[src/logic/fetch_pkg.sv]
// fetch subsystem shared definitions
// data widths, queue sizing, instruction encodings and fetch states
package fetch_pkg;

	localparam int XLEN = 32;

	// eight entry instruction queue
	localparam int QUEUE_DEPTH_LOG2 = 3;
	localparam int QUEUE_DEPTH = 1 << QUEUE_DEPTH_LOG2;

	// fill level where fetch backs off
	// two slots stay free for a read already in flight
	localparam int QUEUE_ALMOST_FULL = QUEUE_DEPTH - 2;

	typedef logic [XLEN-1:0] addr_t;
	typedef logic [XLEN-1:0] instr_t;
	typedef logic [QUEUE_DEPTH_LOG2:0] queue_cnt_t;

	// reset value of the program counter
	localparam addr_t BOOT_PC = 32'h0000_1000;

	// environment call
	localparam instr_t ECALL = 32'h0000_0073;

	// addi x0, x0, 0
	localparam instr_t NOP = 32'h0000_0013;

	typedef enum logic [1:0] {
		DEBUG,
		FETCH,
		STALL,
		ECALL_WAIT
	} fetch_state_t;

	// memory is little-endian, the core big-endian
	function automatic instr_t swap_endian(input instr_t word);
		instr_t swapped;
		swapped = {word[7:0], word[15:8], word[23:16], word[31:24]};
		return swapped;
	endfunction

endpackage : fetch_pkg
[src/logic/fetch_top.sv]
// instruction fetch top level
// FSM, pc, AXI-Lite reader and queue, output toward decode
`timescale 1ns/100ps

module fetch_top import fetch_pkg::*; (
	input	logic			clk,
	input	logic			rst_n,

	// decode and writeback side
	input	logic			go,
	input	logic			redirect,
	input	addr_t			redirect_pc,
	input	logic			stall,
	input	instr_t			retire_instr,
	output	addr_t			pc_out,
	output	instr_t			instr,
	output	logic			instr_valid,

	// AXI-Lite read channel
	output	addr_t			araddr,
	output	logic			arvalid,
	input	logic			arready,
	output	logic [2:0]		arprot,
	input	instr_t			rdata,
	input	logic [1:0]		rresp,
	input	logic			rvalid,
	output	logic			rready
);

	fetch_state_t state;
	addr_t pc;
	addr_t q_pc;
	instr_t q_instr;
	instr_t read_data;
	logic read_req;
	logic read_busy;
	logic read_done;
	logic drop_resp;
	logic redirect_pending;
	logic q_wr;
	logic q_empty;
	logic q_almost_full;

	// cancelled responses never reach the queue
	assign q_wr = read_done && !drop_resp;

	// consumed in every cycle it is offered
	assign instr_valid = !q_empty && !stall && !redirect && !redirect_pending;
	assign instr = instr_valid ? swap_endian(q_instr) : NOP;
	assign pc_out = instr_valid ? q_pc : '0;

	fetch_ctrl fetch_ctrl_i (
		.clk			(clk),
		.rst_n			(rst_n),
		.go				(go),
		.read_done		(read_done),
		.read_data		(read_data),
		.almost_full	(q_almost_full),
		.retire_instr	(retire_instr),
		.drop_resp		(drop_resp),
		.read_req		(read_req),
		.read_busy		(read_busy),
		.state			(state)
	);

	fetch_pc_ctrl fetch_pc_ctrl_i (
		.clk				(clk),
		.rst_n				(rst_n),
		.read_done			(read_done),
		.read_busy			(read_busy),
		.redirect			(redirect),
		.redirect_pc		(redirect_pc),
		.pc					(pc),
		.drop_resp			(drop_resp),
		.redirect_pending	(redirect_pending)
	);

	fetch_axil_reader fetch_axil_reader_i (
		.clk		(clk),
		.rst_n		(rst_n),
		.read_req	(read_req),
		.addr		(pc),
		.araddr		(araddr),
		.arvalid	(arvalid),
		.arready	(arready),
		.arprot		(arprot),
		.rdata		(rdata),
		.rresp		(rresp),
		.rvalid		(rvalid),
		.rready		(rready),
		.read_done	(read_done),
		.read_data	(read_data)
	);

	// pc still holds the address of the read that just returned
	instr_queue instr_queue_i (
		.clk			(clk),
		.rst_n			(rst_n),
		.flush			(redirect),
		.wr_en			(q_wr),
		.wr_pc			(pc),
		.wr_instr		(read_data),
		.rd_en			(instr_valid),
		.rd_pc			(q_pc),
		.rd_instr		(q_instr),
		.empty			(q_empty),
		.almost_full	(q_almost_full),
		.count			()
	);

endmodule : fetch_top

[src/logic/instr_queue.sv]
// instruction queue
// circular buffer of pc and instruction pairs with flush and almost-full
`timescale 1ns/100ps

module instr_queue import fetch_pkg::*; (
	input	logic			clk,
	input	logic			rst_n,

	input	logic			flush,
	input	logic			wr_en,
	input	addr_t			wr_pc,
	input	instr_t			wr_instr,
	input	logic			rd_en,

	output	addr_t			rd_pc,
	output	instr_t			rd_instr,
	output	logic			empty,
	output	logic			almost_full,
	output	queue_cnt_t		count
);

	addr_t pc_mem [QUEUE_DEPTH];
	instr_t instr_mem [QUEUE_DEPTH];

	// extra msb tells full from empty
	logic [QUEUE_DEPTH_LOG2:0] wr_ptr;
	logic [QUEUE_DEPTH_LOG2:0] rd_ptr;
	logic full;
	logic wr_fire;
	logic rd_fire;

	assign count = wr_ptr - rd_ptr;
	assign empty = (count == '0);
	assign full = count[QUEUE_DEPTH_LOG2];
	assign almost_full = (count >= queue_cnt_t'(QUEUE_ALMOST_FULL));

	assign wr_fire = wr_en && !full;
	assign rd_fire = rd_en && !empty;

	// flush beats a write in the same cycle
	always_ff @(posedge clk or negedge rst_n) begin
		if (!rst_n) begin
			wr_ptr <= '0;
			rd_ptr <= '0;
		end else if (flush) begin
			wr_ptr <= '0;
			rd_ptr <= '0;
		end else begin
			if (wr_fire) begin
				wr_ptr <= wr_ptr + 1'b1;
			end
			if (rd_fire) begin
				rd_ptr <= rd_ptr + 1'b1;
			end
		end
	end

	always_ff @(posedge clk) begin
		if (wr_fire && !flush) begin
			pc_mem[wr_ptr[QUEUE_DEPTH_LOG2-1:0]] <= wr_pc;
			instr_mem[wr_ptr[QUEUE_DEPTH_LOG2-1:0]] <= wr_instr;
		end
	end

	// head entry shown without delay
	assign rd_pc = pc_mem[rd_ptr[QUEUE_DEPTH_LOG2-1:0]];
	assign rd_instr = instr_mem[rd_ptr[QUEUE_DEPTH_LOG2-1:0]];

endmodule : instr_queue

[src/logic/fetch_axil_reader.sv]
// AXI-Lite read master for instruction fetch
// one AR/R transaction per request strobe, done strobe at the R transfer
`timescale 1ns/100ps

module fetch_axil_reader import fetch_pkg::*; (
	input	logic			clk,
	input	logic			rst_n,

	input	logic			read_req,
	input	addr_t			addr,

	// AXI-Lite read address channel
	output	addr_t			araddr,
	output	logic			arvalid,
	input	logic			arready,
	output	logic [2:0]		arprot,

	// AXI-Lite read data channel
	input	instr_t			rdata,
	input	logic [1:0]		rresp,
	input	logic			rvalid,
	output	logic			rready,

	output	logic			read_done,
	output	instr_t			read_data
);

	typedef enum logic [1:0] {
		RD_IDLE,
		RD_ADDR,
		RD_DATA
	} rd_phase_t;

	rd_phase_t phase;
	rd_phase_t phase_nxt;

	always_ff @(posedge clk or negedge rst_n) begin
		if (!rst_n) begin
			phase <= RD_IDLE;
		end else begin
			phase <= phase_nxt;
		end
	end

	always_comb begin
		phase_nxt = phase;
		unique case (phase)
			RD_IDLE: begin
				if (read_req) begin
					phase_nxt = RD_ADDR;
				end
			end
			RD_ADDR: begin
				if (arready) begin
					phase_nxt = RD_DATA;
				end
			end
			RD_DATA: begin
				if (rvalid) begin
					phase_nxt = RD_IDLE;
				end
			end
			default: begin
				phase_nxt = RD_IDLE;
			end
		endcase
	end

	// address held stable through the address phase
	always_ff @(posedge clk) begin
		if (phase == RD_IDLE && read_req) begin
			araddr <= addr;
		end
	end

	assign arvalid = (phase == RD_ADDR);

	// unprivileged, secure, instruction access
	assign arprot = 3'b100;

	// high at reset and all through the data phase
	assign rready = (phase != RD_ADDR);

	assign read_done = (phase == RD_DATA) && rvalid;
	assign read_data = rdata;

endmodule : fetch_axil_reader

[src/logic/fetch_ctrl.sv]
// fetch control FSM
// issues one read at a time, pauses on a full queue, parks on ecall
`timescale 1ns/100ps

module fetch_ctrl import fetch_pkg::*; (
	input	logic			clk,
	input	logic			rst_n,

	input	logic			go,
	input	logic			read_done,
	input	instr_t			read_data,
	input	logic			almost_full,
	input	instr_t			retire_instr,
	input	logic			drop_resp,

	output	logic			read_req,
	output	logic			read_busy,
	output	fetch_state_t	state
);

	fetch_state_t state_nxt;
	logic busy_q;
	logic fetched_ecall;
	logic ecall_retired;

	// memory word arrives little-endian
	assign fetched_ecall = read_done && !drop_resp && (swap_endian(read_data) == ECALL);
	assign ecall_retired = (retire_instr == ECALL);

	// next request follows the cycle after read_done
	assign read_req = (state == FETCH) && !busy_q;
	assign read_busy = busy_q || read_req;

	always_ff @(posedge clk or negedge rst_n) begin
		if (!rst_n) begin
			busy_q <= 1'b0;
		end else if (read_req) begin
			busy_q <= 1'b1;
		end else if (read_done) begin
			busy_q <= 1'b0;
		end
	end

	always_ff @(posedge clk or negedge rst_n) begin
		if (!rst_n) begin
			state <= DEBUG;
		end else begin
			state <= state_nxt;
		end
	end

	always_comb begin
		state_nxt = state;
		unique case (state)
			DEBUG: begin
				if (go) begin
					state_nxt = FETCH;
				end
			end
			FETCH: begin
				// ecall wins over back-pressure, it must not be refetched
				if (fetched_ecall) begin
					state_nxt = ECALL_WAIT;
				end else if (read_done && almost_full) begin
					state_nxt = STALL;
				end
			end
			STALL: begin
				if (!almost_full) begin
					state_nxt = FETCH;
				end
			end
			ECALL_WAIT: begin
				// writeback reports the ecall as retired
				if (ecall_retired) begin
					state_nxt = DEBUG;
				end
			end
			default: begin
				state_nxt = DEBUG;
			end
		endcase
	end

endmodule : fetch_ctrl

[src/logic/fetch_pc_ctrl.sv]
// fetch program counter
// boot value, advance by four per response, redirect target held over a busy read
`timescale 1ns/100ps

module fetch_pc_ctrl import fetch_pkg::*; (
	input	logic		clk,
	input	logic		rst_n,

	input	logic		read_done,
	input	logic		read_busy,
	input	logic		redirect,
	input	addr_t		redirect_pc,

	output	addr_t		pc,
	output	logic		drop_resp,
	output	logic		redirect_pending
);

	addr_t pc_plus4;
	addr_t held_pc;
	logic held_valid;
	logic load_now;
	logic load_held;

	assign pc_plus4 = pc + addr_t'(4);

	// target lands at once when the bus is idle or its read ends this cycle
	assign load_now = redirect && (!read_busy || read_done);

	// a stored target waits for the cancelled read to come back
	assign load_held = read_done && held_valid && !redirect;

	// response of a cancelled fetch
	assign drop_resp = read_done && (held_valid || redirect);

	always_ff @(posedge clk or negedge rst_n) begin
		if (!rst_n) begin
			pc <= BOOT_PC;
		end else if (load_now) begin
			pc <= redirect_pc;
		end else if (load_held) begin
			pc <= held_pc;
		end else if (read_done) begin
			pc <= pc_plus4;
		end
	end

	always_ff @(posedge clk or negedge rst_n) begin
		if (!rst_n) begin
			held_valid <= 1'b0;
		end else if (load_now) begin
			held_valid <= 1'b0;
		end else if (redirect) begin
			held_valid <= 1'b1;
		end else if (read_done) begin
			held_valid <= 1'b0;
		end
	end

	// latest target wins if several arrive during one read
	always_ff @(posedge clk) begin
		if (redirect && !load_now) begin
			held_pc <= redirect_pc;
		end
	end

	// output side stays quiet until the target stream reaches the queue
	always_ff @(posedge clk or negedge rst_n) begin
		if (!rst_n) begin
			redirect_pending <= 1'b0;
		end else if (redirect) begin
			redirect_pending <= 1'b1;
		end else if (read_done && !drop_resp) begin
			redirect_pending <= 1'b0;
		end
	end

endmodule : fetch_pc_ctrl

[config.mk]
export PLATFORM = sky130hd
export DESIGN_NAME = fetch_top
export DESIGN_NICKNAME = d
export VERILOG_FILES = /design/src/logic/fetch_pkg.sv /design/src/logic/fetch_top.sv /design/src/logic/instr_queue.sv /design/src/logic/fetch_axil_reader.sv /design/src/logic/fetch_ctrl.sv /design/src/logic/fetch_pc_ctrl.sv
export SDC_FILE = /design/constraint.sdc
export NUM_CORES = 1
export LEC_CHECK = 0
export ABC_CLOCK_PERIOD_IN_PS = 9100
export BUFFER_PORTS_ARGS = -buffer_cell sky130_fd_sc_hd__buf_2
export CAP_MARGIN = 20
export CORE_UTILIZATION = 47
export CTS_BUF_LIST = sky130_fd_sc_hd__clkbuf_4
export DETAILED_ROUTE_END_ITERATION = 12
export GPL_TIMING_DRIVEN = 0
export PLACE_DENSITY = 0.73
export SLEW_MARGIN = 20
export SYNTH_ARGS = -nofsm -noshare
export SYNTH_HDL_FRONTEND = slang
export SYNTH_HIERARCHICAL = 1
export SYNTH_SLANG_ARGS = --single-unit
[constraint.sdc]
create_clock -name clk -period 9.1 [get_ports clk]
set_clock_uncertainty 0.1 [all_clocks]
set_input_delay 0.455 -clock clk [delete_from_list [all_inputs] [get_ports clk]]
set_output_delay 0.455 -clock clk [all_outputs]
set_load 0.005 [all_outputs]
======== After elaboration in Yosys (flattened, before gate mapping) ========
Memory sizes are Yosys's and may differ from the RTL's.
Cells that the tools add are included.
word-level totals
  flip-flop bits (word level) ............. 111
  RAM bits ................................ 512
  input bits .............................. 105
  word-level logic and storage cells ...... 99
  memories kept ........................... 2
cells by class
  $add $sub $neg .......................... 4
  order comparisons ....................... 1
  equal/unequal tests ..................... 15
  muxes and demuxes ....................... 27
  reductions and logical operators ........ 40
memory list
  memory                   depth  bits a word  read ports  clocked after memory_dff  wr ports  line               text
  instr_queue_i.instr_mem  8      32           1           0                         1         instr_queue.sv:23  instr_t instr_mem [QUEUE_DEPTH];
  instr_queue_i.pc_mem     8      32           1           0                         1         instr_queue.sv:22  addr_t pc_mem [QUEUE_DEPTH];
operators with widths
  cell                                                               count
  2-to-1 mux 32 bit                                                  5
  == test 32 x 7 -> 1 bit, second input constant                     2
  adder 32 x 3 -> 32 bit, second input constant                      1
  logical AND 1 bit                                                  17
  2-to-1 mux 2 bit                                                   8
  2-to-1 mux 4 bit                                                   4
  logical NOT 1 bit                                                  9
  adder 4 x 1 -> 4 bit, second input constant                        2
  2-to-1 mux 1 bit                                                   8
  inequality test 2 x 1 -> 1 bit, second input constant              4
  case mux 2 bit (4 select lines)                                    1
  nonzero test 2 bit                                                 4
  == test 2 bit, second input constant                               3
  inequality test 2 bit, second input constant                       3
  case mux 2 bit (3 select lines)                                    1
  nonzero test 3 bit                                                 2
  == test 2 x 1 -> 1 bit, second input constant                      2
  greater-or-equal comparator 4 x 3 -> 1 bit, second input constant  1
  logical NOT 2 bit                                                  2
  logical NOT 4 bit                                                  1
  AND reduction 4 bit                                                1
  subtractor 4 bit                                                   1
  logical OR 1 bit                                                   3
  inequality test 3 x 2 -> 1 bit, second input constant              1
  AND reduction 3 bit                                                1

======== Logic depth before layout (Yosys ltp) ========
  depth after elaboration ................. 9
  depth in mapped cells ................... 14
  depth with buffers taken out ............ 10

======== Modules after synthesis ========
The synthesis kept the hierarchy.
by module, submodules not included
  module             times used  cells an instance  area each (um^2)
  instr_queue        1           959                19897.8
  fetch_pc_ctrl      1           351                3593.4
  fetch_axil_reader  1           80                 1335.0
  fetch_top          1           73                 456.7
  fetch_ctrl         1           43                 339.1

======== Least setup slack after synthesis ========
Ideal clock, no wire load.
  path kind ............................... flip-flop to flip-flop
  from .................................... register instr_queue_i.rd_ptr[1]
  to ...................................... memory instr_queue_i/instr_mem[0][0] (netlist name) (enable)
  data arrival time ....................... 6.290 ns
  slack ................................... 2.145 ns
  stages on the path, launching flop included .. 10
  period minus slack after synthesis ...... 6.955 ns
  cell sequence ........................... dfrtp_1 buf_2 buf_2 buf_2 inv_1 ha_1 and3b_1 o21ai_1 nand4_1 nor3_1
on the way
  cells in the longest elaborated chain, start to end .. 6
ends and longest elaborated chain
  item                                    line               text
  start, declared                         instr_queue.sv:27  logic [QUEUE_DEPTH_LOG2:0] rd_ptr;
  start signal, assigned                  instr_queue.sv:53  rd_ptr <= rd_ptr + 1'b1;
  subtractor 4 bit                        instr_queue.sv:32  assign count = wr_ptr - rd_ptr;
  logical NOT 1 bit                       instr_queue.sv:37  assign wr_fire = wr_en && !full;
  logical AND 1 bit                       instr_queue.sv:37
  logical AND 1 bit                       instr_queue.sv:59  if (wr_fire && !flush) begin
  2-to-1 mux 1 bit                        instr_queue.sv:59
  2-to-1 mux 1 bit (not written as such)  instr_queue.sv:61  instr_mem[wr_ptr[QUEUE_DEPTH_LOG2-1:0]] <= wr_instr;
  end, declared                           instr_queue.sv:23
Every way passes these cells.

======== Final worst setup path ========
  from .................................... register instr_queue_i.rd_ptr[1]
  to ...................................... output pc_out[1]
on the way
  cells in the longest elaborated chain, start to end .. 7
  elaborated cells between the ends (all ways) .. 8
ends and longest elaborated chain
  item                              line               text
  subtractor 4 bit                  instr_queue.sv:32
  named net instr_queue_i.count[3]  instr_queue.sv:19  output queue_cnt_t count
  logical NOT 4 bit                 instr_queue.sv:33  assign empty = (count == '0);
  named net q_empty                 fetch_top.sv:41    logic q_empty;
  logical NOT 1 bit                 fetch_top.sv:48    assign instr_valid = !q_empty && !stall && !redirect && !redirect_pending;
  logical AND 1 bit (3 in a row)    fetch_top.sv:48
  2-to-1 mux 32 bit                 fetch_top.sv:50    assign pc_out = instr_valid ? q_pc : '0;
  end, declared                     fetch_top.sv:15    output addr_t pc_out,
The timed path passes the listed nets, and every way through them passes these cells.

==> impl_metrics.json <==
{
  "fmax_ghz": 0.184,
  "post-cts-setup-buffers": 0,
  "design_area_sq_um": 30900,
  "die_w_microns": 235,
  "antenna_found_initial": 3,
  "startpoint": "instr_queue_i/rd_ptr[1]$_DFFE_PN0P_",
  "min_path_type": "input pin to register",
  "crit_type": "register to primary output",
  "worst_slew_pin_slew_ps": 1030,
  "vias": 15700,
  "hpwl_microns": 43000,
  "syn_inst": 1504,
  "cts_hold_buffers": 90,
  "hold_slack_ps": 126,
  "gr-total-overflow": 0,
  "port_buffers": 169,
  "grt_setup_unrepaired": "no",
  "worst_setup_path_start_kind": "register",
  "grt_max_degree": 47,
  "via_per_inst": 5.58,
  "clock-sinks": 623,
  "postRouteAntennaNets": 0,
  "ios": 207,
  "cts_root_buf": "clkbuf_4",
  "cts.reportedPaths.clkPinSlew_ps": 60,
  "p_leak_uw": 0.0112,
  "final_common_cell": "edfxtp_1",
  "core_area_sq_um": 53800,
  "crit_arrival_ps": 4890,
  "start_util": 0.476,
  "final-max-slew-violation-count": 0,
  "pwr_density_cell_nw_per_um2": 212,
  "setup_viol": 0,
  "clk_latency_ps": 1000,
  "row_count": 85,
  "netlist_area_sq_um": 25600,
  "critPathMaxFanout": 10,
  "track_usage": 0.237,
  "cts-resized-gates": 0,
  "grt_pass1_wl_microns": 96800,
  "drive_gt1_frac": 0.340,
  "maxSlewHeadroom": 0.313,
  "dpl-instance-area_sq_um": 28100,
  "holdCritStartpoint": "redirect_pc[16]",
  "dr.first_iter.drc_count": 1366,
  "grt_pass1_vias": 16500,
  "die_h_microns": 235,
  "ir_worst_vdd_mv": 0.138,
  "cap_viol_max_count": 0,
  "syn_area_per_cell_sq_um": 17.0,
  "p_sw_uw": 1710,
  "first_pass_iters": 5,
  "status": "finished clean",
  "fin_nets": 2114,
  "p_int_uw": 4840,
  "wire_per_inst_microns": 22.7,
  "cts_tree": "done",
  "place_congestion": 0.933,
  "period_needed_ps": 5440,
  "ys_warn_count": 6,
  "cts.path.max_buffers": 3,
  "p_seq_frac": 0.565,
  "p_sw_frac": 0.261,
  "wirelength_microns": 63800,
  "htree_levels": 4,
  "end_kind": "primary output",
  "clkPwrFrac": 0.350,
  "p_comb_frac": 0.084,
  "die-area_sq_um": 55400,
  "fin_crit_sh": 0.598,
  "reg2reg_from": "instr_queue_i/rd_ptr[1]$_DFFE_PN0P_",
  "required_ps": 8550,
  "post-route-drc-count": 0,
  "finalHoldViolations": 0,
  "layout_common_cells": "edfxtp_1 (576), nand2_1 (227), clkbuf_4 (225), buf_2 (180), mux4_2 (128)",
  "cts-buffers-inserted": 157,
  "postLayoutCoreUtil": 0.575,
  "areaGrowthSynthToFinish_pct": 20.8
}
-- worst max-delay path, stage by stage, from the launching register on --
cell	delay (ps)
dfrtp_1	410
buf_2	190
buf_2	320
buf_2	360
inv_1	80
ha_1	300
and3b_1	280
o21ai_1	210
nand2_1	260
nor2_1	110
nor4_2	290
buf_4	310
clkbuf_2	360
and2_1	290
buf_2	150
-- power by group through the flow --
stage / Sequential [uW] / Combinational, uW / Clock, uW
2_1_floorplan: 3630 / 337 / 0
3_5_place_dp: 3760 / 511 / 0
4_1_cts: 3700 / 545 / 2360
3_3_place_gp: 3750 / 482 / 0
5_1_grt: 3730 / 602 / 2500
6_report: 3700 / 553 / 2290
-- final timing paths --
kind,to,slack [ps],depth (start not counted)
setup / recovery,pc_out[1],3660,14
hold / removal,fetch_pc_ctrl_i/held_pc[16]$_DFFE_PP_,130,2
setup reg to reg,instr_queue_i/pc_mem[4][10]$_DFFE_PP_,4670,12
hold reg to reg,fetch_pc_ctrl_i/pc[17]$_DFFE_PN0P_,350,2
max in group asynchronous,fetch_pc_ctrl_i/pc[25]$_DFFE_PN0P_,8080,4
min in group asynchronous,fetch_pc_ctrl_i/pc[12]$_DFFE_PN1P_,440,3
-- layout make-up --
cell class,instances,area (sq um)
inverters,14,52.6
clock buffers,225,1690
multi-input cells,757,6530
well taps,696,871
repair buffers,338,2460
clock inverters,48,251
plain buffers,111,608
fillers,4174,22900
flip-flops and latches,623,18500
diodes,4,10.0
-- registers in the layout, indices dropped and copies added (netlist names) --
name / count
fetch_ctrl_i/state: 2
fetch_pc_ctrl_i/pc: 32
fetch_axil_reader_i/araddr: 32
fetch_ctrl_i/busy_q: 1
instr_queue_i/wr_ptr: 4
instr_queue_i/rd_ptr: 4
fetch_axil_reader_i/phase: 2
fetch_pc_ctrl_i/redirect_pending: 1
fetch_pc_ctrl_i/held_valid: 1
fetch_pc_ctrl_i/held_pc: 32
instr_queue_i/pc_mem: 256
instr_queue_i/instr_mem: 256
-- stage by stage --
stage	std cells	setup WS (ps)	setup TNS, ps	power (uW)
floorplan	1505	2150	0	3970
global placement	2370	-2720	-1269680	4230
detailed placement	2449	4720	0	4270
CTS	2812	3590	0	6600
global route	2815	3450	0	6830
finish	2816	3660	0	6550
-- per-layer routing --
metal,vias up,global-route usage,wire length [microns]
li1,6964,-,-
met1,7904,0.298,24700
met2,742,0.392,32200
met3,103,0.0586,5350
met4,0,0.0992,1540
met5,-,0,0
(Power assumes the default switching activity.)
